==> config.mk <==
export PLATFORM = sky130hd
export DESIGN_NAME = fmap_write_ctrl
export DESIGN_NICKNAME = d
export VERILOG_FILES = /design/src/design/fmap_pkg.sv /design/src/design/fmap_stage_decode.sv /design/src/design/fmap_position_counter.sv /design/src/design/fmap_offset_table.sv /design/src/design/fmap_addr_gen.sv /design/src/design/fmap_write_ctrl.sv
export SDC_FILE = /design/constraint.sdc
export NUM_CORES = 1
export LEC_CHECK = 0
export BUFFER_PORTS_ARGS = -buffer_cell sky130_fd_sc_hd__buf_2
export CAP_MARGIN = 5
export CORE_MARGIN = 1
export CORE_UTILIZATION = 50
export CTS_BUF_LIST = sky130_fd_sc_hd__clkbuf_16
export DETAILED_ROUTE_END_ITERATION = 6
export GPL_TIMING_DRIVEN = 0
export PLACE_DENSITY = 0.7
export SLEW_MARGIN = 30
export SYNTH_ARGS = -nofsm -noshare
export SYNTH_HDL_FRONTEND = slang
export SYNTH_SLANG_ARGS = --single-unit
==> constraint.sdc <==
create_clock -name clk -period 8.1 [get_ports clk]
set_input_delay 1.62 -clock clk [delete_from_list [all_inputs] [get_ports clk]]
set_output_delay 1.62 -clock clk [all_outputs]
set_load 0.05 [all_outputs]
==> src/design/fmap_pkg.sv <==
package fmap_pkg;

    // widths
    localparam int stage_w    = 6;  // stage number from the accelerator
    localparam int coord_w    = 4;  // x, y and map count
    localparam int offset_y_w = 6;  // row offset reaches 48 in the 16x16 layers
    localparam int addr_w     = 11; // feature-map RAM word address

    // bank geometry
    localparam int bank_count = 8;  // AC0..AC3 then B0..B3
    localparam int ac_pitch   = 17; // words per row, AC banks
    localparam int b_pitch    = 16; // words per row, B banks

    localparam int last_stage = 11; // 16x16 and 8x8 layers only

    // which banks a stage writes into
    typedef enum logic [1:0] {
        bank_none,
        bank_b_rotate, // one B bank, picked by map count mod 4
        bank_ac_all,
        bank_b_all
    } bank_kind_e;

    // raster position inside the current stage
    typedef struct packed {
        logic [coord_w-1:0] x;
        logic [coord_w-1:0] y;
        logic [coord_w-1:0] map_count; // finished maps, wraps at 16
    } fmap_pos_t;

    // placement of the current map inside the bank
    typedef struct packed {
        logic [coord_w-1:0]    ox;
        logic [offset_y_w-1:0] oy;
    } fmap_offset_t;

    // per-stage geometry
    typedef struct packed {
        logic [coord_w-1:0] size; // last coordinate of the square map
        bank_kind_e         kind;
    } stage_info_t;

endpackage

==> src/design/fmap_stage_decode.sv <==
module fmap_stage_decode
    import fmap_pkg::*;
(
    input  logic [stage_w-1:0] stage,
    output stage_info_t        info
);

    logic supported;

    // stage 0 is idle, stages past the 8x8 layers are not handled here
    assign supported = (stage != '0) && (stage <= last_stage);

    always_comb begin
        info.size = '0;
        info.kind = bank_none;
        if (supported) begin
            case (stage)
                6'd1, 6'd3, 6'd11: begin
                    info.size = 4'd15; // 16x16 maps
                end
                default: begin
                    info.size = 4'd7;  // 8x8 maps
                end
            endcase

            case (stage)
                6'd1: begin
                    info.kind = bank_b_rotate;
                end
                6'd4, 6'd7, 6'd9, 6'd10: begin
                    info.kind = bank_b_all;
                end
                6'd2, 6'd3, 6'd5, 6'd6, 6'd8: begin
                    info.kind = bank_ac_all;
                end
                default: begin
                    info.kind = bank_none;
                end
            endcase
        end
    end

endmodule

==> src/design/fmap_position_counter.sv <==
module fmap_position_counter
    import fmap_pkg::*;
(
    input  logic               clk,
    input  logic               reset,
    input  logic [stage_w-1:0] stage,
    input  logic               write,
    input  stage_info_t        info,
    output fmap_pos_t          pos
);

    logic [stage_w-1:0] stage_record; // stage the raster belongs to
    logic               x_last;
    logic               y_last;
    logic               stage_changed;

    assign x_last        = (pos.x == info.size);
    assign y_last        = (pos.y == info.size);
    assign stage_changed = (stage != stage_record);

    always_ff @(posedge clk or negedge reset) begin
        if (!reset) begin
            pos          <= '0;
            stage_record <= '0;
        end else if (write) begin
            if (x_last && y_last) begin
                pos.x         <= '0;
                pos.y         <= '0;
                pos.map_count <= pos.map_count + 1'b1; // map done
            end else if (x_last) begin
                pos.x <= '0;
                pos.y <= pos.y + 1'b1;
            end else begin
                pos.x <= pos.x + 1'b1;
            end
        end else if (stage_changed) begin
            // new stage starts at the first map, top left corner
            pos          <= '0;
            stage_record <= stage;
        end
    end

endmodule

==> src/design/fmap_offset_table.sv <==
module fmap_offset_table
    import fmap_pkg::*;
(
    input  logic [stage_w-1:0] stage,
    input  logic [coord_w-1:0] map_count,
    output fmap_offset_t       offset
);

    always_comb begin
        offset = '0; // unlisted stage or count sits at (0,0)
        case (stage)
            6'd1: begin
                offset.oy = {map_count[3:2], 4'b0000}; // new 16-row band every 4 maps
            end
            6'd2, 6'd9: begin
                case (map_count)
                    4'd1: offset = '{ox: 4'd8, oy: 6'd0};
                    4'd2: offset = '{ox: 4'd0, oy: 6'd8};
                    4'd3: offset = '{ox: 4'd8, oy: 6'd8};
                    default: offset = '0;
                endcase
            end
            6'd3: begin
                case (map_count)
                    4'd0: offset = '{ox: 4'd0, oy: 6'd16};
                    4'd1: offset = '{ox: 4'd0, oy: 6'd32};
                    default: offset = '0;
                endcase
            end
            6'd4, 6'd7: begin
                case (map_count)
                    4'd1: offset = '{ox: 4'd8, oy: 6'd0};
                    default: offset = '0;
                endcase
            end
            6'd5: begin
                case (map_count)
                    4'd0: offset = '{ox: 4'd0, oy: 6'd16};
                    4'd1: offset = '{ox: 4'd8, oy: 6'd16};
                    default: offset = '0;
                endcase
            end
            6'd6: begin
                case (map_count)
                    4'd0: offset = '{ox: 4'd0, oy: 6'd24};
                    4'd1: offset = '{ox: 4'd8, oy: 6'd24};
                    default: offset = '0;
                endcase
            end
            6'd8: begin
                case (map_count)
                    4'd0: offset = '{ox: 4'd0, oy: 6'd32};
                    4'd1: offset = '{ox: 4'd8, oy: 6'd32};
                    default: offset = '0;
                endcase
            end
            6'd10: begin
                // 2x2 tiles below the stage 9 block
                case (map_count)
                    4'd0: offset = '{ox: 4'd0, oy: 6'd16};
                    4'd1: offset = '{ox: 4'd8, oy: 6'd16};
                    4'd2: offset = '{ox: 4'd0, oy: 6'd24};
                    4'd3: offset = '{ox: 4'd8, oy: 6'd24};
                    default: offset = '0;
                endcase
            end
            6'd11: begin
                case (map_count)
                    4'd0: offset = '{ox: 4'd0, oy: 6'd32};
                    4'd1: offset = '{ox: 4'd0, oy: 6'd48};
                    default: offset = '0;
                endcase
            end
            default: begin
                offset = '0;
            end
        endcase
    end

endmodule

==> src/design/fmap_addr_gen.sv <==
module fmap_addr_gen
    import fmap_pkg::*;
(
    input  logic                  reset,
    input  logic                  write,
    input  stage_info_t           info,
    input  fmap_pos_t             pos,
    input  fmap_offset_t          offset,
    output logic [addr_w-1:0]     write_addr,
    output logic [bank_count-1:0] write_enable
);

    logic [addr_w-1:0] row;   // y inside the bank
    logic [addr_w-1:0] col;   // x inside the bank
    logic [addr_w-1:0] pitch;

    assign row   = addr_w'(pos.y) + addr_w'(offset.oy);
    assign col   = addr_w'(pos.x) + addr_w'(offset.ox);
    assign pitch = (info.kind == bank_ac_all) ? addr_w'(ac_pitch) : addr_w'(b_pitch);

    always_comb begin
        write_enable = '0;
        if (reset && write) begin
            case (info.kind)
                bank_b_rotate: begin
                    write_enable[{1'b1, pos.map_count[1:0]}] = 1'b1; // B0..B3 in turn
                end
                bank_ac_all: begin
                    write_enable[bank_count/2-1:0] = '1;
                end
                bank_b_all: begin
                    write_enable[bank_count-1:bank_count/2] = '1;
                end
                default: begin
                    write_enable = '0;
                end
            endcase
        end
    end

    // address only means something while a bank is written
    assign write_addr = (write_enable != '0) ? (row * pitch + col) : '0;

endmodule

==> src/design/fmap_write_ctrl.sv <==
module fmap_write_ctrl
    import fmap_pkg::*;
(
    input  logic                  clk,
    input  logic                  reset,
    input  logic [stage_w-1:0]    stage,
    input  logic                  write,
    output logic [addr_w-1:0]     write_addr,
    output logic [bank_count-1:0] write_enable
);

    stage_info_t  info;
    fmap_pos_t    pos;
    fmap_offset_t offset;

    fmap_stage_decode u_stage_decode (
        .stage (stage),
        .info  (info)
    );

    fmap_position_counter u_position_counter (
        .clk   (clk),
        .reset (reset),
        .stage (stage),
        .write (write),
        .info  (info),
        .pos   (pos)
    );

    // looked up from the live count, no extra cycle
    fmap_offset_table u_offset_table (
        .stage     (stage),
        .map_count (pos.map_count),
        .offset    (offset)
    );

    fmap_addr_gen u_addr_gen (
        .reset        (reset),
        .write        (write),
        .info         (info),
        .pos          (pos),
        .offset       (offset),
        .write_addr   (write_addr),
        .write_enable (write_enable)
    );

endmodule

---- After elaboration in Yosys (flattened, before gate mapping) ----
Memory sizes are Yosys's and may differ from the RTL's.
Cells that the tools add are included.
storage, ports and cells
  memories ................................ 1
  output and inout port bits .............. 19
  input bits .............................. 9
  flip-flop bits (word level) ............. 18
  bits in read-only memories .............. 32
memory list
  name             depth  bits a word  rd ports  clocked after memory_dff  wr ports  RTL line                 RTL
  (no name shown)  16     2            1         0                         0         fmap_stage_decode.sv:26  case (stage)
cells by class
  $lt $le $gt $ge ......................... 3
  mux-type cells .......................... 26
  $add $sub $neg .......................... 6
  equal/unequal tests ..................... 22
  bitwise gates (word level) .............. 1
  reductions and logical operators ........ 15
  multipliers ............................. 1
operators with widths
  operator                                             count
  one-hot mux 10 bit (2 select lines)                  3
  one-hot mux 6 bit (9 select lines)                   1
  one-hot mux 10 bit (4 select lines)                  1
  one-hot mux 4 bit (8 select lines)                   1
  one-hot mux 10 bit (3 select lines)                  1
  equality test 6 x 3 -> 1 bit, second input constant  4
  equality test 6 x 4 -> 1 bit, second input constant  4
  2-to-1 mux 12 bit                                    2
  one-hot mux 6 bit (2 select lines)                   2
  2-to-1 mux 4 bit                                     5
  2-to-1 mux 8 bit                                     2
  adder 4 x 1 -> 4 bit, second input constant          3
  equality test 6 x 2 -> 1 bit, second input constant  2
  adder 11 bit                                         1
  multiplier 11 x 11 -> 11 bit                         1
  2-to-1 mux 11 bit                                    1
  2-to-1 mux 10 bit                                    1
  equality test 4 x 2 -> 1 bit, second input constant  2
  equality test 4 bit                                  2
  one-hot mux 4 bit (2 select lines)                   1
  nonzero test 8 bit                                   1
  adder 4 x 6 -> 7 bit                                 1
  equality test 6 x 1 -> 1 bit, second input constant  1
  <= comparator 6 x 4 -> 1 bit, second input constant  1
  other kinds (22)                                     30

---- Depth between registers and ports, before layout ----
  depth in word-level cells ............... 9
  gate-level depth with buffers ........... 20
  mapped depth without buffers ............ 20

---- By module ----
From an unflattened synthesis, not the netlist that was laid out.
second synthesis, totals
  cell total of the unflattened synthesis .. 306
  area total of the unflattened synthesis .. 2646.3 um^2
by module, submodules not included
  module                 sequential area each (um^2)  cells an instance  area each (um^2)  times used
  fmap_position_counter  450.4                        97                 1119.8            1
  fmap_addr_gen          0.0                          146                1103.6            1
  fmap_offset_table      0.0                          41                 266.5             1
  fmap_stage_decode      0.0                          22                 156.4             1

---- Least setup slack after synthesis ----
Ideal clock, no wire load.
  kind .................................... in2out
  start point ............................. in stage[0]
  end point ............................... out write_addr[8]
  path slack .............................. 651 ps
  path buffers ............................ 1
  stages .................................. 15
  arrival time ............................ 5829 ps
  cells stage by stage .................... ha_1 > clkbuf_1 > nor2_1 > or4_1 > nand2_1 > ha_1 > and2_1 > ha_1 > ha_1 > ha_1 > ha_1 > a21o_1 > a21oi_1 > o21ai_0 > a211oi_1
on the way
  word-level cells in the longest chain between the ends .. 8
  elaborated cells on any way between the ends .. 34
ends and longest elaborated chain
  item                                                                  RTL line              RTL
  from (decl)                                                           fmap_write_ctrl.sv:6  input logic [stage_w-1:0] stage,
  branches (longest 7 deep; another with multiplier 11 x 11 -> 11 bit)  n/a
  2-to-1 mux 11 bit *                                                   fmap_addr_gen.sv:42   assign write_addr = (write_enable != '0) ? (row * pitch + col) : '0;
  to (decl)                                                             fmap_write_ctrl.sv:8  output logic [addr_w-1:0] write_addr,
Every way passes the cells marked *.

---- Worst setup path in the final report ----
  start point ............................. in stage[2]
  end point ............................... out write_addr[10]
The elaborated chain is that of the path after synthesis.

==> flow_metrics.tcl <==
set metrics [dict create \
    status "completed" \
    ys_seq_elements 18 \
    clock.fmax_mhz 132 \
    grt_overflow_total 0 \
    postCtsHoldBufs 0 \
    p_leak_uw 0.00123 \
    ys.flop_type "dfrtp_1" \
    clock_sink_count 18 \
    first_pass_iters 4 \
    cp_max_fo 6 \
    fin_skew_ps 3.27 \
    met3_length_um 185 \
    gp_congestion 0.907 \
    fin_crit_sh 0.937 \
    synth_compound_area_frac 0.207 \
    r2r-start "u_position_counter.pos[11]" \
    cts_resized 0 \
    rsz0062_at_grt "false" \
    yosysUniqueCellTypes 52 \
    cp-endpoint "write_addr[10]" \
    grt_usage 0.216 \
    critPathLaunch "stage[2]" \
    max_slew.worst_pin.slew_ps 630 \
    cts_tree "done" \
    antenna_found_initial 0 \
    syn_nets 296 \
    routed_wirelength_mm 4.48 \
    synth.cells.most_frequent "ha_1, nand2_1, nor2_1" \
    power.density_nw_per_um2 173 \
    fin_crit_ps 7590 \
    die_area_um2 4510 \
    vias_per_cell 5.70 \
    dieHeight_um 67.2 \
    grt_pass1_wl_mm 7.56 \
    synth_area_leaders "dfrtp_1, ha_1, nand2_1, nor2_1, o21ai_0" \
    synth_edf_count 0 \
    yosys.area_share.simple 0.219 \
    dr_total_vias 1891 \
    wl_met2_mm 1.92 \
    worstHoldStart "u_position_counter.stage_record[0]" \
    synth-seq-area-share 0.212 \
    finalHoldViolations 0 \
    hpwlAfterDp_mm 3.55 \
    met1Wirelength_mm 2.34 \
    cp-end-kind "primary output" \
    ios 28 \
    netlist.area_leader.share 0.212 \
    final_cells 332 \
    die_w_um 67.2 \
    synth.largest_area_cell "dfrtp_1" \
    ant_nets 0 \
    slew_viol_final 0 \
    cap_violations 0 \
    rrSetupSlack_ps 5870 \
    start_util 0.527 \
    clockBufferDepth 2 \
    yosys.area_share.adder 0.219 \
    dp_cells 328 \
    post-route-util 0.596 \
    antenna_cells 0 \
    clk_pin_slew_ps 50 \
    cts_buffers 3 \
    layout-drive-gt1-share 0.160 \
    synth_xor_area_frac 0.0495 \
    synth.cell_area_um2 2120 \
    synth_top_family_by_area "adder cells" \
    n_fill_cell 386 \
    synthCells 251 \
    crit_required_ps 6480 \
    reg2reg_to "u_position_counter.pos[3]" \
    setup_tns_ps 0 \
    post_drt_wl_per_cell_um 13.5 \
    critPathArrivalTime_ps 5970 \
    fin_nets 328 \
    clockRootBuffer "clkbuf_16" \
    synth-async-reset-ratio 1.00 \
    drtIter0Drc 107 \
    hp-class "reg -> reg" \
    synth.mux.area_fraction 0.0448 \
    areaGrowthSynthToFinish_pct 13.0 \
    drc 0 \
    slew-limit-headroom 0.577 \
    vdd_ir_drop_max_mv 0.119 \
    highest_layer "met4" \
    finalSetupViolCount 0 \
    startpoint_type "primary input" \
    syn_avg_cell_area_um2 8.46 \
    post_cts_buffers 0 \
    worstSetupPathType "in -> out" \
    synth_most_common_cell "ha_1" \
    grt_max_degree 20 \
    grt_pass1_vias 1643 \
    cts.htree.levels 1 \
    fp-row-count 23 \
    core-area_um2 4030 \
    io_buffers 27 \
    reg2regPathDepth 6 \
    clock_latency_ps 250 \
    yosys_warnings 0 \
]
## flip-flops by register name (all words and copies together) (netlist names)
signal                           count
u_position_counter.stage_record      6
u_position_counter.pos              12
## stage by stage
stage / hold WS [ps] / instance area (µm²) / setup slack, ps / power [µW]
floorplan: 472 / 2120 / 651 / 269
global placement: 498 / 2320 / 606 / 312
CTS: 515 / 2400 / 530 / 414
detailed placement: 505 / 2320 / 542 / 313
finish: 510 / 2400 / 512 / 415
global route: 532 / 2400 / 162 / 449
## power by group
| group | total [µW] | leakage (µW) | switching (µW) | internal (µW) |
|---|---|---|---|---|
| clock | 98.1 | 0.0000385 | 32.5 | 65.6 |
| combinational | 184 | 0.000960 | 106 | 78.0 |
| sequential | 133 | 0.000235 | 25.9 | 107 |
| total | 415 | 0.00123 | 164 | 251 |
## worst max-delay path, cell delays in order
cell	delay [ps]
buf_2	140
nor3_1	550
o211ai_1	220
o21ai_0	260
ha_1	210
ha_1	250
and2_1	150
ha_1	290
ha_1	280
ha_1	290
ha_1	340
a21o_1	130
a21oi_1	100
o21ai_0	260
a21oi_1	120
or3_1	310
a21oi_1	160
buf_2	280
## area by class of cell
class / instances / area, µm² / share of cell area
multi-input combinational: 209 / 1570 / 0.654
sequential: 18 / 450 / 0.188
timing repair buffer: 27 / 135 / 0.0563
clock buffer: 3 / 75.1 / 0.0313
tap: 50 / 62.6 / 0.0261
inverter: 15 / 56.3 / 0.0235
buffer: 9 / 47.5 / 0.0198
clock inverter: 1 / 3.75 / 0.00156
## placed cells by master, fill, tap and decap left out, types with 2 or more instances in the layout
cell       netlist  layout
nand4bb_1        2       2
clkbuf_1         4       4
or3_1            2       2
clkbuf_16        0       3
xnor2_1          5       5
a211oi_1         3       3
a211o_1          2       2
a21oi_1         11      11
o21a_1           6       6
o211ai_1         3       3
nand2b_1         2       2
o41ai_1          2       2
nand3_1          5       5
mux2i_1          5       5
inv_1           15      15
o21ai_0         13      13
or3b_1           2       2
nor3_1           7       7
nand2_1         24      24
nor4_1           4       4
buf_4            3       3
dfrtp_1         18      18
o31ai_1          3       3
fa_1             2       2
mux2_2           4       4
nor2_1          23      23
nand3b_1         2       2
xor2_1           7       7
or4_1            3       3
and2_1           6       6
o21bai_1         2       2
buf_2            2      29
a21o_1           3       3
o2111a_1         2       2
o2111ai_1        2       2
and3_1           2       2
ha_1            34      34
## how the worst min path moves through the flow
| stage | end | slack, ps | depth (start not counted) |
|---|---|---|---|
| floorplan | u_position_counter.stage_record[0] | 470 | 2 |
| global placement | u_position_counter.stage_record[1] | 500 | 2 |
| detailed placement | u_position_counter.stage_record[0] | 500 | 2 |
| CTS | u_position_counter.stage_record[0] | 510 | 2 |
| global route | u_position_counter.stage_record[2] | 530 | 1 |
| finish | u_position_counter.stage_record[0] | 510 | 2 |
## cell families (layout without fill, tap and decap cells)
logic type,after synthesis,after routing
adder cells (fa/ha/maj),36,36
buffers and inverters,24,55
flip-flops,18,18
AO/OA/AOI/OAI,61,61
multiplexers,9,9
AND/OR/NAND/NOR,91,91
XOR/XNOR,12,12
## metal layers
metal,up-vias,GRT usage
li1,974,-
met1,861,0.327
met2,52,0.330
met3,4,0.0152
met4,0,0.0559
met5,-,0
Power figures use the tool's default switching activity.
